===== config.mk =====
export PLATFORM = sky130hd
export DESIGN_NAME = sd_cmd_ctrl
export DESIGN_NICKNAME = d
export VERILOG_FILES = /design/src/verilog/sd_cmd_pkg.sv /design/src/verilog/resp_frame_if.sv /design/src/verilog/cmd_serializer.sv /design/src/verilog/resp_checker.sv /design/src/verilog/resp_receiver.sv /design/src/verilog/sd_cmd_ctrl.sv
export VERILOG_INCLUDE_DIRS = /design/src /design/src/include
export SDC_FILE = /design/constraint.sdc
export NUM_CORES = 1
export LEC_CHECK = 0
export ABC_AREA = 0
export BUFFER_PORTS_ARGS = -buffer_cell sky130_fd_sc_hd__buf_2
export CAP_MARGIN = 20
export CORE_UTILIZATION = 45
export CTS_CLUSTER_SIZE = 12
export DETAILED_ROUTE_END_ITERATION = 8
export PLACE_DENSITY = 0.72
export SLEW_MARGIN = 15
export SYNTH_ARGS = -nofsm -noshare
export SYNTH_HDL_FRONTEND = slang
export SYNTH_SLANG_ARGS = --single-unit

===== constraint.sdc =====
create_clock -name clk_fast -period 4.65 [get_ports clk_fast]
set_clock_uncertainty 0.15 [all_clocks]
set_input_delay 0.93 -clock clk_fast [delete_from_list [all_inputs] [get_ports clk_fast]]
set_output_delay 0.93 -clock clk_fast [all_outputs]
set_load 0.01 [all_outputs]

===== src/include/sd_cmd_defs.svh =====
`ifndef SD_CMD_DEFS_SVH
`define SD_CMD_DEFS_SVH

// ==============================
// Frame geometry
// ==============================

// Start bit, transmission bit, index and argument
`define SD_CONTENT_W 40
`define SD_CRC_W 7
// Body, CRC7 and end bit
`define SD_FRAME_W 48

// ==============================
// Line constants
// ==============================

// x^7 + x^3 + 1, zero seed, MSB first
`define SD_CRC7_POLY 7'h09

// Cycles the CMD input is forced high after our driver releases the line
`define SD_TURNAROUND 2

`endif


===== src/verilog/sd_cmd_pkg.sv =====
`include "sd_cmd_defs.svh"

package sd_cmd_pkg;

    // ==============================
    // Vector types
    // ==============================

    typedef logic [`SD_CONTENT_W-1:0] sd_content_t;
    typedef logic [`SD_CRC_W-1:0] sd_crc7_t;
    typedef logic [`SD_FRAME_W-1:0] sd_frame_t;

    // ==============================
    // Enums
    // ==============================

    typedef enum logic {
        RESP_NONE = 1'b0,
        RESP_48   = 1'b1
    } resp_type_e;

    typedef enum logic [1:0] {
        SER_IDLE,
        SER_SHIFT,
        SER_DONE
    } ser_state_e;

    typedef enum logic [1:0] {
        RCV_IDLE,
        RCV_WAIT,
        RCV_COLLECT,
        RCV_DONE
    } rcv_state_e;

    // Serial CRC7 over a 40-bit body, MSB first
    function automatic sd_crc7_t crc7_of(input sd_content_t body);
        sd_crc7_t crc;
        logic fb;
        crc = '0;
        for (int i = `SD_CONTENT_W - 1; i >= 0; i--) begin
            fb = body[i] ^ crc[`SD_CRC_W-1];
            crc = {crc[`SD_CRC_W-2:0], 1'b0};
            if (fb) begin
                crc = crc ^ `SD_CRC7_POLY;
            end
        end
        return crc;
    endfunction

endpackage

===== src/verilog/resp_frame_if.sv =====
// One received response frame, valid for a single cycle
interface resp_frame_if;

    logic frame_valid;
    sd_cmd_pkg::sd_content_t body;
    sd_cmd_pkg::sd_crc7_t crc;
    logic end_bit;

    modport receiver (
        output frame_valid,
        output body,
        output crc,
        output end_bit
    );

    modport chk (
        input frame_valid,
        input body,
        input crc,
        input end_bit
    );

endinterface


===== src/verilog/cmd_serializer.sv =====
`include "sd_cmd_defs.svh"

module cmd_serializer (
    input  logic                    clk_fast,
    input  logic                    rst_n,
    input  logic                    cmd_start,
    input  sd_cmd_pkg::sd_content_t cmd_body,
    input  sd_cmd_pkg::resp_type_e  resp_type,
    output logic                    cmd_out,
    output logic                    cmd_oe,
    output logic                    cmd_done,
    output logic                    resp_arm
);

    localparam int CNT_W = $clog2(`SD_FRAME_W);

    sd_cmd_pkg::ser_state_e state;
    sd_cmd_pkg::resp_type_e resp_q;
    logic [CNT_W-1:0] bit_cnt;
    sd_cmd_pkg::sd_frame_t shift_q;

    logic start_ok;

    // Starts outside idle are dropped
    assign start_ok = cmd_start && (state == sd_cmd_pkg::SER_IDLE);

    // ==============================
    // Control FSM
    // ==============================

    always_ff @(posedge clk_fast) begin
        if (!rst_n) begin
            state   <= sd_cmd_pkg::SER_IDLE;
            resp_q  <= sd_cmd_pkg::RESP_NONE;
            bit_cnt <= '0;
        end else begin
            case (state)
                sd_cmd_pkg::SER_IDLE: begin
                    if (start_ok) begin
                        resp_q  <= resp_type;
                        bit_cnt <= CNT_W'(`SD_FRAME_W - 1);
                        state   <= sd_cmd_pkg::SER_SHIFT;
                    end
                end

                sd_cmd_pkg::SER_SHIFT: begin
                    if (bit_cnt == '0) begin
                        state <= sd_cmd_pkg::SER_DONE;
                    end else begin
                        bit_cnt <= bit_cnt - 1'b1;
                    end
                end

                // One cycle for the done and arm pulses
                sd_cmd_pkg::SER_DONE: begin
                    state <= sd_cmd_pkg::SER_IDLE;
                end

                default: begin
                    state <= sd_cmd_pkg::SER_IDLE;
                end
            endcase
        end
    end

    // ==============================
    // Frame shift register
    // ==============================

    always_ff @(posedge clk_fast) begin
        if (start_ok) begin
            shift_q <= {cmd_body, sd_cmd_pkg::crc7_of(cmd_body), 1'b1};
        end else if (state == sd_cmd_pkg::SER_SHIFT) begin
            shift_q <= {shift_q[`SD_FRAME_W-2:0], 1'b1};
        end
    end

    assign cmd_oe   = (state == sd_cmd_pkg::SER_SHIFT);
    // Idle line level is high
    assign cmd_out  = cmd_oe ? shift_q[`SD_FRAME_W-1] : 1'b1;
    assign cmd_done = (state == sd_cmd_pkg::SER_DONE);
    assign resp_arm = cmd_done && (resp_q == sd_cmd_pkg::RESP_48);

    // ==============================
    // Assertions
    // ==============================

    // Full frame on the wire, then done right after release
    property p_oe_window;
        @(posedge clk_fast) disable iff (!rst_n)
            start_ok |=> cmd_oe [*`SD_FRAME_W] ##1 (!cmd_oe && cmd_done);
    endproperty
    a_oe_window: assert property (p_oe_window);

    property p_done_not_driving;
        @(posedge clk_fast) disable iff (!rst_n)
            cmd_done |-> !cmd_oe && $past(cmd_oe);
    endproperty
    a_done_not_driving: assert property (p_done_not_driving);

endmodule


===== src/verilog/resp_checker.sv =====
module resp_checker (
    input  logic                  clk_fast,
    input  logic                  rst_n,
    resp_frame_if.chk             frm,
    output logic                  resp_done,
    output sd_cmd_pkg::sd_frame_t resp_data,
    output logic                  resp_crc_err,
    output logic                  resp_end_err
);

    logic crc_bad;

    assign crc_bad = (sd_cmd_pkg::crc7_of(frm.body) != frm.crc);

    // ==============================
    // Result registers
    // ==============================

    always_ff @(posedge clk_fast) begin
        if (!rst_n) begin
            resp_done    <= 1'b0;
            resp_crc_err <= 1'b0;
            resp_end_err <= 1'b0;
        end else begin
            resp_done <= frm.frame_valid;
            if (frm.frame_valid) begin
                resp_crc_err <= crc_bad;
                resp_end_err <= !frm.end_bit;
            end
        end
    end

    // Held until the next frame
    always_ff @(posedge clk_fast) begin
        if (frm.frame_valid) begin
            resp_data <= {frm.body, frm.crc, frm.end_bit};
        end
    end

    // Result comes one cycle behind the receiver, never on its own
    property p_done_after_valid;
        @(posedge clk_fast) disable iff (!rst_n)
            frm.frame_valid |=> resp_done;
    endproperty
    a_done_after_valid: assert property (p_done_after_valid);

    property p_done_has_frame;
        @(posedge clk_fast) disable iff (!rst_n)
            resp_done |-> $past(frm.frame_valid);
    endproperty
    a_done_has_frame: assert property (p_done_has_frame);

endmodule


===== src/verilog/resp_receiver.sv =====
`include "sd_cmd_defs.svh"

module resp_receiver (
    input  logic          clk_fast,
    input  logic          rst_n,
    input  logic          resp_arm,
    input  logic          cmd_in,
    resp_frame_if.receiver frm
);

    localparam int CNT_W   = $clog2(`SD_FRAME_W);
    localparam int GUARD_W = $clog2(`SD_TURNAROUND + 1);

    sd_cmd_pkg::rcv_state_e state;
    logic [GUARD_W-1:0] guard_cnt;
    logic [CNT_W-1:0] bit_cnt;
    logic line_q;
    sd_cmd_pkg::sd_frame_t shift_q;

    logic take_bit;

    // ==============================
    // Turnaround guard
    // ==============================

    // Line reads as idle while the card takes over the CMD line
    always_ff @(posedge clk_fast) begin
        if (!rst_n) begin
            guard_cnt <= '0;
            line_q    <= 1'b1;
        end else begin
            if (resp_arm) begin
                guard_cnt <= GUARD_W'(`SD_TURNAROUND);
            end else if (guard_cnt != '0) begin
                guard_cnt <= guard_cnt - 1'b1;
            end
            line_q <= (resp_arm || guard_cnt != '0) ? 1'b1 : cmd_in;
        end
    end

    // ==============================
    // Collector FSM
    // ==============================

    always_ff @(posedge clk_fast) begin
        if (!rst_n) begin
            state   <= sd_cmd_pkg::RCV_IDLE;
            bit_cnt <= '0;
        end else begin
            case (state)
                sd_cmd_pkg::RCV_IDLE: begin
                end

                // Start bit of the response
                sd_cmd_pkg::RCV_WAIT: begin
                    if (!line_q) begin
                        bit_cnt <= CNT_W'(`SD_FRAME_W - 2);
                        state   <= sd_cmd_pkg::RCV_COLLECT;
                    end
                end

                sd_cmd_pkg::RCV_COLLECT: begin
                    if (bit_cnt == '0) begin
                        state <= sd_cmd_pkg::RCV_DONE;
                    end else begin
                        bit_cnt <= bit_cnt - 1'b1;
                    end
                end

                sd_cmd_pkg::RCV_DONE: begin
                    state <= sd_cmd_pkg::RCV_IDLE;
                end

                default: begin
                    state <= sd_cmd_pkg::RCV_IDLE;
                end
            endcase

            // A fresh arm restarts a pending collection
            if (resp_arm) begin
                state <= sd_cmd_pkg::RCV_WAIT;
            end
        end
    end

    assign take_bit = (state == sd_cmd_pkg::RCV_COLLECT) ||
                      (state == sd_cmd_pkg::RCV_WAIT && !line_q);

    always_ff @(posedge clk_fast) begin
        if (take_bit) begin
            shift_q <= {shift_q[`SD_FRAME_W-2:0], line_q};
        end
    end

    assign frm.frame_valid = (state == sd_cmd_pkg::RCV_DONE);
    assign frm.body        = shift_q[`SD_FRAME_W-1 -: `SD_CONTENT_W];
    assign frm.crc         = shift_q[`SD_CRC_W:1];
    assign frm.end_bit     = shift_q[0];

    // Frame only ever comes straight out of a completed collection
    property p_valid_after_collect;
        @(posedge clk_fast) disable iff (!rst_n)
            frm.frame_valid |-> $past(state) == sd_cmd_pkg::RCV_COLLECT;
    endproperty
    a_valid_after_collect: assert property (p_valid_after_collect);

endmodule


===== src/verilog/sd_cmd_ctrl.sv =====
module sd_cmd_ctrl (
    input  logic                    clk_fast,
    input  logic                    rst_n,
    input  logic                    cmd_start,
    input  sd_cmd_pkg::sd_content_t cmd_body,
    input  sd_cmd_pkg::resp_type_e  resp_type,
    output logic                    cmd_out,
    output logic                    cmd_oe,
    input  logic                    cmd_in,
    output logic                    cmd_done,
    output logic                    resp_done,
    output sd_cmd_pkg::sd_frame_t   resp_data,
    output logic                    resp_crc_err,
    output logic                    resp_end_err
);

    logic resp_arm;

    resp_frame_if frm ();

    // ==============================
    // Command out
    // ==============================

    cmd_serializer u_serializer (
        .clk_fast  (clk_fast),
        .rst_n     (rst_n),
        .cmd_start (cmd_start),
        .cmd_body  (cmd_body),
        .resp_type (resp_type),
        .cmd_out   (cmd_out),
        .cmd_oe    (cmd_oe),
        .cmd_done  (cmd_done),
        .resp_arm  (resp_arm)
    );

    // ==============================
    // Response in
    // ==============================

    resp_receiver u_receiver (
        .clk_fast (clk_fast),
        .rst_n    (rst_n),
        .resp_arm (resp_arm),
        .cmd_in   (cmd_in),
        .frm      (frm)
    );

    resp_checker u_checker (
        .clk_fast     (clk_fast),
        .rst_n        (rst_n),
        .frm          (frm),
        .resp_done    (resp_done),
        .resp_data    (resp_data),
        .resp_crc_err (resp_crc_err),
        .resp_end_err (resp_end_err)
    );

endmodule


Word-level counts from Yosys, hierarchy flattened
Cells that the tools add are included.
- output and inout bits: 54
- register bits: 166
- input port bits: 45
- word-level logic and storage cells: 351
- equal/unequal tests: 14
- reduce and logical (&&, ||, !) cells: 25
- add/sub/neg operators: 3
- bitwise operators: 157
- muxes and demuxes: 137
- operators by type and width (operator ; number):
    two-way mux 4 bit ; 80
    two-way mux 7 bit ; 39
    inverter 2 bit ; 78
    two-way mux 48 bit ; 2
    bitwise XOR 1 bit ; 75
    two-way mux 6 bit ; 4
    case mux 6 bit (2 select lines) ; 2
    logical NOT 6 bit ; 2
    two-way mux 2 bit ; 6
    AND reduction 3 bit ; 4
    subtractor 6 x 1 -> 6 bit, second input constant ; 2
    nonzero test 2 bit ; 5
    inequality test 2 bit, second input constant ; 4
    inequality test 7 bit ; 1
    equality test 2 bit, second input constant ; 3
    case mux 2 bit (3 select lines) ; 1
    equality test 2 x 1 -> 1 bit, second input constant ; 2
    inequality test 2 x 1 -> 1 bit, second input constant ; 2
    case mux 2 bit (2 select lines) ; 1
    AND reduction 2 bit ; 2
    nonzero test 4 bit ; 1
    OR reduction 2 bit ; 2
    logical AND 1 bit ; 3
    inequality test 3 x 1 -> 1 bit, second input constant ; 1
    9 further kinds ; 14

Depth between registers and ports, before layout
Gate-level depths: netlist of the first run.
- depth after elaboration: 120
- depth in mapped cells: 9
- mapped depth without buffers: 9

By module
A second synthesis of the first run with hierarchy kept.
- cells, all modules: 563
- area, all modules: 7813.7 um^2
- by module, submodules not included (module ; times used ; cells an instance ; area an instance (um^2)):
    cmd_serializer ; 1 ; 300 ; 3218.1
    resp_checker ; 1 ; 138 ; 2489.9
    resp_receiver ; 1 ; 125 ; 2105.8

Worst setup path before layout of the first run
No wires, ideal clock.
- path kind: flip-flop to flip-flop
- from: register u_receiver.state[1]
- to: register u_receiver.shift_q[0] (enable)
- data arrival time: 3.985 ns
- stages on the path, launching flop included: 5
- buffers on the path: 0
- data required time: 3.980 ns
- path slack: -0.005 ns
- cells stage by stage: dfxtp_1 -> inv_1 -> ha_1 -> inv_1 -> o21ai_0
- cells in the longest elaborated chain, start to end: 3
- elaborated cells on any way between the ends: 4
- classes of those cells: eq/ne: 2; reduce/logical: 2
- ends and longest elaborated chain (what ; RTL line ; text):
    start, declared ; resp_receiver.sv:14 ; sd_cmd_pkg::rcv_state_e state;
    start signal, assigned ; resp_receiver.sv:47 ; state <= sd_cmd_pkg::RCV_IDLE;
    start signal, assigned ; resp_receiver.sv:58 ; state <= sd_cmd_pkg::RCV_COLLECT;
    start signal, assigned ; resp_receiver.sv:64 ; state <= sd_cmd_pkg::RCV_DONE;
    equality test 2 x 1 -> 1 bit ; resp_receiver.sv:87 ; (state == sd_cmd_pkg::RCV_WAIT && !line_q);
    logical AND 1 bit ; resp_receiver.sv:87 ;
    logical OR 1 bit (*) ; resp_receiver.sv:86 ; assign take_bit = (state == sd_cmd_pkg::RCV_COLLECT) ||
    net u_receiver.take_bit ; resp_receiver.sv:20 ; logic take_bit;
    end signal, assigned ; resp_receiver.sv:91 ; shift_q <= {shift_q[`SD_FRAME_W-2:0], line_q};
    end, declared ; resp_receiver.sv:18 ; sd_cmd_pkg::sd_frame_t shift_q;
Mark *: on every way through the listed nets, which the timed path passes. The rest lies on a longest branch.
A chain may end at the register's enable or synchronous reset.

Worst setup path in the final report of the first run
- from: input port cmd_body[30]
- to: register u_serializer.shift_q[5] (data pin)
- cells in the longest elaborated chain, start to end: 55
- elaborated cells on any way between the ends: 88
- classes of those cells: mux: 61; bitwise: 27
- ends and longest elaborated chain (what ; RTL line ; text):
    start, declared ; sd_cmd_ctrl.sv:5 ; input sd_cmd_pkg::sd_content_t cmd_body,
    bitwise XOR 1 bit (*) ; sd_cmd_pkg.sv:41 ; fb = body[i] ^ crc[`SD_CRC_W-1];
    two-way mux 4 bit (*) ; sd_cmd_pkg.sv:43 ; if (fb) begin
    two-way mux 7 bit (*) (4 in series) ; cmd_serializer.sv:71 ; if (start_ok) begin
    bitwise XOR 1 bit / two-way mux 7 bit (equally long branches) ; sd_cmd_pkg.sv:41, cmd_serializer.sv:71 ;
    two-way mux 4 bit / inverter 2 bit (equally long branches) ; -- ;
    two-way mux 7 bit (*) (4 in series) ; cmd_serializer.sv:71 ;
    bitwise XOR 1 bit / two-way mux 7 bit (equally long branches) ; sd_cmd_pkg.sv:41, cmd_serializer.sv:71 ;
    two-way mux 4 bit, or another cell as far along ; sd_cmd_pkg.sv:43 ;
    [... 33 more ...] ; -- ;
    two-way mux 4 bit / two-way mux 7 bit (equally long branches) ; sd_cmd_pkg.sv:43, cmd_serializer.sv:71 ;
    two-way mux 7 bit (*) ; cmd_serializer.sv:71 ;
    two-way mux 4 bit / two-way mux 7 bit (equally long branches) ; sd_cmd_pkg.sv:43, cmd_serializer.sv:71 ;
    two-way mux 7 bit (*) ; cmd_serializer.sv:71 ;
    inverter 2 bit (no source line) / bitwise XOR 1 bit (equally long branches) ; -- ;
    two-way mux 4 bit (*) ; sd_cmd_pkg.sv:43 ;
    two-way mux 7 bit (*) ; cmd_serializer.sv:71 ;
    two-way mux 48 bit (*) ; cmd_serializer.sv:71 ;
    end signal, assigned ; cmd_serializer.sv:72 ; shift_q <= {cmd_body, sd_cmd_pkg::crc7_of(cmd_body), 1'b1};
    end signal, assigned ; cmd_serializer.sv:74 ; shift_q <= {shift_q[`SD_FRAME_W-2:0], 1'b1};
    end, declared ; cmd_serializer.sv:20 ; sd_cmd_pkg::sd_frame_t shift_q;
Every way passes the cells marked *; elsewhere a longest branch is shown, timed or not. The select of a mux whose other input is x is not followed.

==> impl_results.md, run 1 <==
- Boundary Pins: 99
- Maximum frequency from static timing analysis: 314 MHz
- Dpl hpwl: 9310 µm
- Crit start category: input pin
- Height of the die: 133 µm
- IO buf count: 98
- Cell area after synthesis: 7660 µm²
- Post-synthesis cell count: 457
- Last weighted congestion value of the routability-driven placer: 0.786
- Overall via count from detail_route: 3,906
- Ranking of synthesized cells by area: edfxtp_1, xnor3_1, xnor2_1
- Standard cell core area: 16,600 µm²
- Post-synthesis average cell area: 16.8 µm²
- Maximum number of pins on one net before global-route repair: 58
- Initial antenna violation count: 0
- Worst min path class: reg -> reg
- Count of warnings emitted by yosys: 0
- Inserted Clock Buffers: 17
- Area fraction of the dominant cell type after synthesis: 56.0%
- Number of core rows: 47
- Overflow after GRT: 0
- CTS tree: done
- Sequential-to-total area share from yosys stat: 62.0%
- Setup TNS: 0 ps
- Required time reported for the critical path endpoint: 4640 ps
- Sequential standard cell area: 4750 µm²
- Master cell of the clock root buffer: clkbuf_16
- Overall Global Routing Usage: 16.2%
- Critical path type: in -> reg
- Capturing element type of the critical path: flop
- Number of maximum-capacitance violations: 0
- Antenna diode count: 0
- Headroom to the max-slew limit: 55.7%
- Cell taking the most area after synthesis: edfxtp_1
- Final setup violation count: 0
- RSZ-0062 raised after global routing: no
- Post-layout minimum cycle time: 3190 ps
- Most used cell, CP: xnor3_1
- H-tree depth: 4
- Detailed-routing iteration count for the pre-antenna-repair pass: 4
- Filler Cells Inserted: 1,350
- Cell with the largest stage delay on the worst path: xnor3_1
- Commonest cells after routing, fill and taps aside: edfxtp_1, buf_2, xnor2_1
- Layout Area Growth over Synthesis: 17.9%
- Layout cell share with drive strength beyond 1: 32.7%
- Number of buffers on the longest clock path: 2
- CP Data Arrival Time: 3180 ps
- Cell breakdown of the critical path: buf_2 > xnor3_1 > xnor2_1 > xnor3_1 > xor2_1 > xnor3_1 > xnor2_1 > mux2i_1
- Highest net fanout along the worst path: 2
- Most common cell after layout, fill and taps aside: edfxtp_1
- Count of routing violations after the opening detailed-route iteration: 251
- Part of the cycle the worst path needs: 68.5%
- Outcome: finished, final reports clean
- Nets: 624
- First-pass GRT wire length: 21,500 µm
- Remaining antenna violation count after routing: 0
- Clock transition at path regs: 70 ps
- Post-CTS setup buffer count: 0
- Vias/cell: 4.86
- Full die area: 17,600 µm²
- Synthesized Nets: 510
- Die Width: 133 µm
- Number of register bits inferred by synthesis: 166
- Hold violation total from the final report: 0
- Number of gates given a new drive strength after cts: 0
- Vias in the first global route: 4,075
- Initial Util: 46.2%
- Register-to-register path setup slack: 1510 ps
- Number of max-slew violations in the final report: 0
- Slew at the pin closest to its max-slew limit: 664 ps
- TritonCTS sink count: 166
- Latest clock arrival within the worst-skew pair: 430 ps
- Total Wirelength: 13,300 µm
- Hold buffer count at CTS: 0
- Detailed-route DRC error count: 0
- Slowest cell delay on critical path: 480 ps
- Post-DR wirelength/cell: 16.6 µm
- Area taken by multi-input logic gates: 2870 µm²
- Cell variety after synth: 37
[worst max-delay path: cells and delay by family]
| kind | cells | cell delay [ps] |
|---|---|---|
| buffers and inverters | 1 | 100 |
| xor gates and xnor gates | 6 | 2060 |
| muxes | 1 | 80 |
[metrics by stage]
| step | std cells | worst slack (ps) | cell area (µm²) | util (%) | hold WS [ps] |
|---|---|---|---|---|---|
| detailed placement | 772 | 1050 | 8450 | 51.0 | 290 |
| CTS | 804 | 1460 | 9030 | 54.5 | 298 |
| floorplan | 457 | 949 | 7660 | - | 261 |
| global placement | 772 | 1140 | 8450 | 51.0 | 269 |
| finish | 804 | 1460 | 9030 | 54.5 | 294 |
| global route | 804 | 1340 | 9030 | 54.5 | 331 |
[area by class of cell]
cell class / instances / share of cell area (%)
Sequential cell: 166 / 52.6
Multi-Input combinational cell: 274 / 31.7
Timing Repair Buffer: 102 / 5.76
Clock buffer: 17 / 4.71
Tap cell: 220 / 3.05
Clock inverter: 15 / 1.72
Inverter: 10 / 0.416
[path summary, 6_finish.rpt]
check | depth (start not counted) | start | endpoint
setup / recovery | 8 | cmd_body[30] | u_serializer.shift_q[5]
hold / removal | 1 | u_receiver.guard_cnt[0] | u_receiver.guard_cnt[0]
setup reg to reg | 7 | u_receiver.shift_q[46] | u_checker.resp_crc_err
hold reg to reg | 1 | u_receiver.guard_cnt[0] | u_receiver.guard_cnt[0]
[flip-flops by register name (all words and copies together) (netlist names)]
register	cells
u_checker.resp_crc_err	1
u_checker.resp_done	1
u_checker.resp_data	48
u_receiver.shift_q	48
u_serializer.bit_cnt	6
u_serializer.shift_q	47
u_serializer.resp_q	1
u_serializer.state	2
u_receiver.line_q	1
u_receiver.guard_cnt	2
u_checker.resp_end_err	1
u_receiver.bit_cnt	6
u_receiver.state	2
[synth_stat cells]
| cell type | n |
|---|---|
| nor4_1 | 2 |
| a22oi_1 | 1 |
| ha_1 | 8 |
| edfxtp_1 | 143 |
| xnor3_4 | 2 |
| xnor2_1 | 54 |
| nor3b_1 | 3 |
| xor3_1 | 5 |
| or3_1 | 1 |
| nor2b_1 | 4 |
| mux2i_1 | 5 |
| a211oi_1 | 3 |
| inv_1 | 10 |
| a41oi_2 | 1 |
| nor2_1 | 21 |
| xnor2_2 | 4 |
| nor4b_1 | 2 |
| nand2b_1 | 4 |
| and2_1 | 4 |
| or4_1 | 1 |
| o21a_1 | 1 |
| nand2_1 | 16 |
| o21bai_1 | 1 |
| a31oi_1 | 1 |
| a21oi_1 | 13 |
| xor2_1 | 29 |
| or2_2 | 1 |
| xnor3_2 | 6 |
| o21ai_0 | 6 |
| and3_1 | 1 |
| nand3_1 | 2 |
| clkbuf_1 | 7 |
| or2_1 | 2 |
| a311oi_1 | 1 |
| xnor3_1 | 29 |
| mux2_2 | 40 |
| dfxtp_1 | 23 |
[metal layers]
| layer | vias to the layer above | global-route usage [%] | routed length (µm) |
|---|---|---|---|
| li1 | 1898 | - | - |
| met1 | 1918 | 21.1 | 6060 |
| met2 | 78 | 26.6 | 6680 |
| met3 | 12 | 3.52 | 423 |
| met4 | 0 | 6.07 | 169 |
| met5 | - | 0 | 0 |
[cell families (layout without fill, tap and decap cells)]
family,count (synthesis),in the layout,share of synthesized area (%)
AO/OA/AOI/OAI,28,28,2.24
XOR/XNOR,129,129,23.0
adder cells (fa/ha/maj),8,8,1.31
buffers and inverters,17,144,0.833
flip-flops,166,166,62.0
multiplexers,45,45,6.53
AND/OR/NAND/NOR,64,64,4.11
Power of run 1 is not shown: default switching activity piles up to over one toggle a cycle in this logic, so the estimate is an artifact.
==> inputs of run 2 (changes only) <==
PLACE_DENSITY = 0.7   (was 0.72)
clock period = 2.98 ns   (was 4.65 ns; I/O delays follow)
==> run 2 against run 1 <==
  * Die area is the same
  * Worst hold slack lost 74 ps
  * Non-clock buffer count grew 33
  * Clock-buffer cell count is the same
  * Critical endpoint is now u_checker.resp_crc_err
  * Global-route usage grew 0.41 points
  * Core utilization grew 1.8 points
  * Highest routed layer unchanged
  * Routed wire length grew 3.5%
  * Flip-flop and latch count is the same
  * Sequential share of layout area shrank 1.7 points
  * Critical path depth is the same
==> impl_results.md, run 2 (synthesis gave the netlist of run 1 again) <==
- Outcome: finished, final reports clean
- Number of buffers on the longest clock path: 2
- Post-layout minimum cycle time: 2900 ps
- Number of placed cells counting well taps: 802
- Boundary Pins: 99
- Initial Util: 46.2%
- Clock transition at path regs: 70 ps
- Crit start category: flop
- Full die area: 17,600 µm²
- Overall Global Routing Usage: 16.6%
- Critical path type: reg -> reg
- Filler Cells Inserted: 1,315
- Final setup violation count: 0
- Required time reported for the critical path endpoint: 3120 ps
- Commonest cells after routing, fill and taps aside: edfxtp_1, buf_2, xnor2_1
- TritonCTS sink count: 166
- Worst min path class: in -> reg
- CTS tree: done
- Maximum frequency from static timing analysis: 345 MHz
- H-tree depth: 4
- Overflow after GRT: 0
- Slew at the pin closest to its max-slew limit: 674 ps
- Highest net fanout along the worst path: 5
- Final design utilization: 56.3%
- Latest clock arrival within the worst-skew pair: 420 ps
- Vias/cell: 4.84
- Number of max-slew violations in the final report: 0
- Number of buffers and inverters on the critical path: 1
- Cell class contributing the biggest share of worst-path delay: XOR/XNOR gates
- Detailed-routing iteration count for the pre-antenna-repair pass: 4
- IO buf count: 98
- Dpl hpwl: 9770 µm
- Slowest cell delay on critical path: 460 ps
- Count of routing violations after the opening detailed-route iteration: 196
- Part of the cycle the worst path needs: 97.3%
- Post-DR wirelength/cell: 16.5 µm
- Inserted Clock Buffers: 17
- Hold buffer count at CTS: 0
- Hold violation total from the final report: 0
- Number of core rows: 47
- Height of the die: 133 µm
- Capturing element type of the critical path: flop
- Cell breakdown of the critical path: buf_4 > xnor2_2 > xor3_1 > xnor3_1 > xnor3_2 > xor2_1 > mux2i_1 > a41oi_2
- Last weighted congestion value of the routability-driven placer: 0.782
- Initial antenna violation count: 0
- Remaining antenna violation count after routing: 0
- Final cell count without fillers: 837
- Nets: 657
- Maximum number of pins on one net before global-route repair: 58
- Layout Area Growth over Synthesis: 21.8%
- Overall via count from detail_route: 4,049
- Most common cell after layout, fill and taps aside: edfxtp_1
- First-pass GRT wire length: 22,000 µm
- Setup TNS: 0 ps
- CP Data Arrival Time: 3040 ps
- Largest registers: u_checker.resp_data (48), u_receiver.shift_q (48), u_serializer.shift_q (47)
- Master cell of the clock root buffer: clkbuf_16
- Number of maximum-capacitance violations: 0
- Total Wirelength: 13,800 µm
- Layout cell share with drive strength beyond 1: 37.8%
- Die Width: 133 µm
- Headroom to the max-slew limit: 55.0%
- Antenna diode count: 0
- Detailed-route DRC error count: 0
- Standard cell core area: 16,600 µm²
- Vias in the first global route: 4,140
- Cell with the largest stage delay on the worst path: edfxtp_1
-- run 2: changes by cell type in the layout (fill, tap and decap cells not counted), moves of 2 or more --
cell     change
buf_4       +33
xnor2_1      -4
xnor2_2      +4
xnor3_1      -4
xnor3_2      +4
inv_6        -2
-- run 2: layout make-up --
class / count / area (µm²) / share of cell area (%)
repair buffers: 135 / 768 / 8.23
multi-input cells: 274 / 2910 / 31.2
flip-flops and latches: 166 / 4750 / 50.9
clock inverters: 15 / 164 / 1.76
well taps: 220 / 275 / 2.95
clock buffers: 17 / 425 / 4.56
inverters: 10 / 37.5 / 0.402
-- run 2: metal layers --
metal / GRT usage (%) / wire length, µm
met5: 0 / 0
met4: 5.68 / 175
met2: 27.2 / 6970
met3: 3.98 / 461
met1: 21.7 / 6200
-- run 2: final timing paths --
check,slack [ps],endpoint,from,cells after the start
setup reg to reg,80,u_checker.resp_crc_err,u_receiver.shift_q[44],8
setup / recovery,80,u_checker.resp_crc_err,u_receiver.shift_q[44],8
hold / removal,220,u_receiver.line_q,cmd_in,2
hold reg to reg,290,u_receiver.guard_cnt[0],u_receiver.guard_cnt[0],1
-- run 2: repair_timing --
item	4_1_cts	5_1_grt
endpoints found under the setup margin	1	1
setup buffers	0	3
gates resized for setup	0	9
pin swaps	1	5
-- run 2: metrics by stage --
| step | instance area (µm²) | hold WS (ps) | setup WS [ps] |
|---|---|---|---|
| 2_1_floorplan | 7670 | 261 | 22.6 |
| 3_3_place_gp | 8680 | 269 | -102 |
| 3_5_place_dp | 8680 | 289 | -172 |
| 4_1_cts | 9270 | 189 | 27.6 |
| 5_1_grt | 9330 | 217 | -0.698 |
| 6_report | 9330 | 220 | 81.9 |
Power of run 2 is left out for the same reason.
==> inputs of run 3 (changes only) <==
MAX_ROUTING_LAYER = met4   (was unset)
SYNTH_HIERARCHICAL = 1   (was unset)
TNS_END_PERCENT = 100   (was unset)
==> run 3 against run 2 <==
  * Critical endpoint is now u_checker/resp_crc_err
  * The flow now finishes with violations (setup timing)
  * Register-to-register slack got worse by 110 ps
  * Sequential share of layout area decreased by 1.6 points
  * Critical path depth increased by 1
==> impl_results.md, run 3 <==
- Boundary Pins: 99
- Max rail drop VDD: 0.00176 V
- Filler Cells Inserted: 1,367
- Die Width: 134 µm
- Number of buffers on the longest clock path: 2
- Sequential-to-total area share from yosys stat: 60.8%
- Outcome: complete, but fails checks
- Hold violation total from the final report: 0
- Overall via count from detail_route: 4,668
- Synthesized-area fraction occupied by ao, oa, aoi and oai cells: 3.76%
- Post-layout minimum cycle time: 3000 ps
- Clock transition at path regs: 70 ps
- TritonCTS sink count: 166
- Post-DR wirelength/cell: 15.6 µm
- Capturing element type of the critical path: flop
- Critical R2R Launch: u_receiver/shift_q[46]
- IO buf count: 98
- Cell with the largest stage delay on the worst path: xnor3_2
- Setup TNS: -24.4 ps
- Violations in the final reports: setup timing
- Inserted Clock Buffers: 17
- Number of max-slew violations in the final report: 0
- Detailed-route DRC error count: 0
- Dpl hpwl: 10,500 µm
- Required time reported for the critical path endpoint: 3130 ps
- Slew at the pin closest to its max-slew limit: 627 ps
- Layout Area Growth over Synthesis: 23.3%
- Largest registers: u_checker/resp_data (48), u_receiver/shift_q (48), u_serializer/shift_q (47)
- Proportion of synthesized area in mux cells: 0.128%
- Cell variety after synth: 50
- Count of routing violations after the opening detailed-route iteration: 246
- Vias/cell: 4.90
- Post-synthesis cell count: 563
- Latest clock arrival within the worst-skew pair: 430 ps
- Hold buffer count at CTS: 0
- Launch point of the worst path: u_receiver/shift_q[46]
- Slowest cell delay on critical path: 500 ps
- Post-synthesis simple-gate area fraction: 10.5%
- Final design utilization: 57.5%
- Most common cell in the netlist: nand2_1
- Worst min path class: in -> reg
- Number of register bits inferred by synthesis: 166
- Cell breakdown of the critical path: xnor3_2 > buf_4 > xnor2_4 > xnor3_2 > xnor3_1 > or3_1 > a211oi_1 > a31o_1 > a41oi_2
- Overall Global Routing Usage: 18.3%
- Initial antenna violation count: 0
- Headroom to the max-slew limit: 57.9%
- Remaining antenna violation count after routing: 0
- Worst hold margin: 221 ps
- Ys async rst share: 0%
- Cell taking the most area after synthesis: edfxtp_1
- Adder-Cell Fraction of Synth Area: 1.44%
- Post-synthesis average cell area: 13.9 µm²
- Antenna diode count: 0
- CP Data Arrival Time: 3160 ps
- Layout cell share with drive strength beyond 1: 30.2%
- Final setup slack of the worst path: -24.4 ps
- Vias in the first global route: 4,717
- Maximum number of pins on one net before global-route repair: 57
- Area taken by multi-input logic gates: 3080 µm²
- Height of the die: 134 µm
- Internal power summed over all cells: 0.00916 W
- CTS tree: done
- Nets: 774
- Detailed-routing iteration count for the pre-antenna-repair pass: 4
- Area fraction of the dominant cell type after synthesis: 55.0%
- Full die area: 17,900 µm²
- Maximum frequency from static timing analysis: 333 MHz
- Fraction of synthesized cell area in xor and xnor cells: 22.3%
- Overflow after GRT: 0
- Clock share of power: 15.1%
- Critical path type: reg -> reg
- Cell area after synthesis: 7810 µm²
- RSZ-0062 raised after global routing: yes
- Most common cell after layout, fill and taps aside: nand2_1
- Sequential cell fraction of total power: 25.2%
- Final setup violation count: 1
- Dominant register cell in the synthesized netlist: edfxtp_1
- Commonest cells after routing, fill and taps aside: nand2_1, edfxtp_1, buf_2
- Combinational group share of total power: 59.7%
- Net switching power of the design: 0.00492 W
- Power Density: 1460 nW/µm²
- Number of enable-type register cells in the synthesized netlist: 143
- Initial Util: 46.6%
- Standard cell core area: 16,800 µm²
- Leakage Power: 4.02 nW
- Last weighted congestion value of the routability-driven placer: 0.898
- Most used cell, CP: xnor3_2
- Number of core rows: 47
- Number of maximum-capacitance violations: 0
- Total Wirelength: 14,800 µm
- Ranking of synthesized cells by area: edfxtp_1, xnor2_1, nand2_1
- Switching share of power: 35.0%
- Part of the cycle the worst path needs: 101%
- First-pass GRT wire length: 24,000 µm
- Highest net fanout along the worst path: 3
- Crit start category: flop
- Count of warnings emitted by yosys: 6
- Largest family of logic cells by synthesized area: XOR/XNOR gates
- Beginning of the worst hold path: cmd_in
- Synthesized Nets: 617
- Commonest cells in the netlist: nand2_1, edfxtp_1, xnor2_1
- H-tree depth: 4
- Sequential standard cell area: 4750 µm²
- Master cell of the clock root buffer: clkbuf_16
## run 3: critical path, delay by kind of cell, from the launching register on
| family | cells | cell delay (ps) |
|---|---|---|
| buffers and inverters | 1 | 180 |
| DFF | 1 | 410 |
| AOI/OAI and AO/OA | 3 | 490 |
| and+or+nand+nor | 1 | 320 |
| xor gates and xnor gates | 4 | 1320 |
## run 3: repair_timing
item,4_1_cts,5_1_grt
buffers inserted,6,5
hold endpoints to repair,0,0
setup endpoints to repair,1,1
resized for setup,7,7
pin swaps,5,8
## run 3: logic make-up (layout without fill, tap and decap cells)
kind of cell               count (synthesis)  in the layout
muxes                                      1              1
buffers and inverters                     21            191
adders and majority gates                  9              9
AOI/OAI and AO/OA                         39             39
xor gates and xnor gates                 134            134
and+or+nand+nor                          193            193
DFF                                      166            166
## run 3: metrics by stage
stage | setup slack (ps) | power (W) | cell area, µm² | std cells
4_1_cts | 4.48 | 0.0137 | 9560 | 948
3_5_place_dp | -198 | 0.0114 | 8890 | 910
5_1_grt | -165 | 0.0149 | 9630 | 953
2_1_floorplan | 52.4 | 0.00958 | 7820 | 563
6_report | -24.4 | 0.0141 | 9630 | 953
3_3_place_gp | -116 | 0.0111 | 8890 | 910
## run 3: layer usage
layer	wire, µm	vias to the layer above	global-route usage, %
li1	-	2275	-
met1	6420	2252	22.4
met2	7460	127	30.0
met3	761	14	4.42
met4	191	0	5.49
met5	0	-	-
## run 3: power groups by stage
stage | clock network (W) | registers, W | logic [W]
floorplan | 0 | 0.00355 | 0.00603
global placement | 0 | 0.00358 | 0.00756
detailed placement | 0 | 0.00361 | 0.00774
CTS | 0.00218 | 0.00356 | 0.00798
global route | 0.00225 | 0.00362 | 0.00901
finish | 0.00212 | 0.00356 | 0.00840
## run 3: area by class of cell
cell class	count	share of cell area, %
multi-input cells	376	32.0
clock buffers	17	4.42
well taps	220	2.86
inverters	8	0.312
flip-flops and latches	166	49.4
clock inverters	15	1.61
repair buffers	151	9.48
## run 3: path summary, 6_finish.rpt
kind                              to  slack (ps)  cells after the start
min                u_receiver/line_q         220                      2
min reg2reg  u_receiver/guard_cnt[0]         290                      1
max           u_checker/resp_crc_err         -20                      9
max reg2reg   u_checker/resp_crc_err         -20                      9
Power figures use the tool's default switching activity.
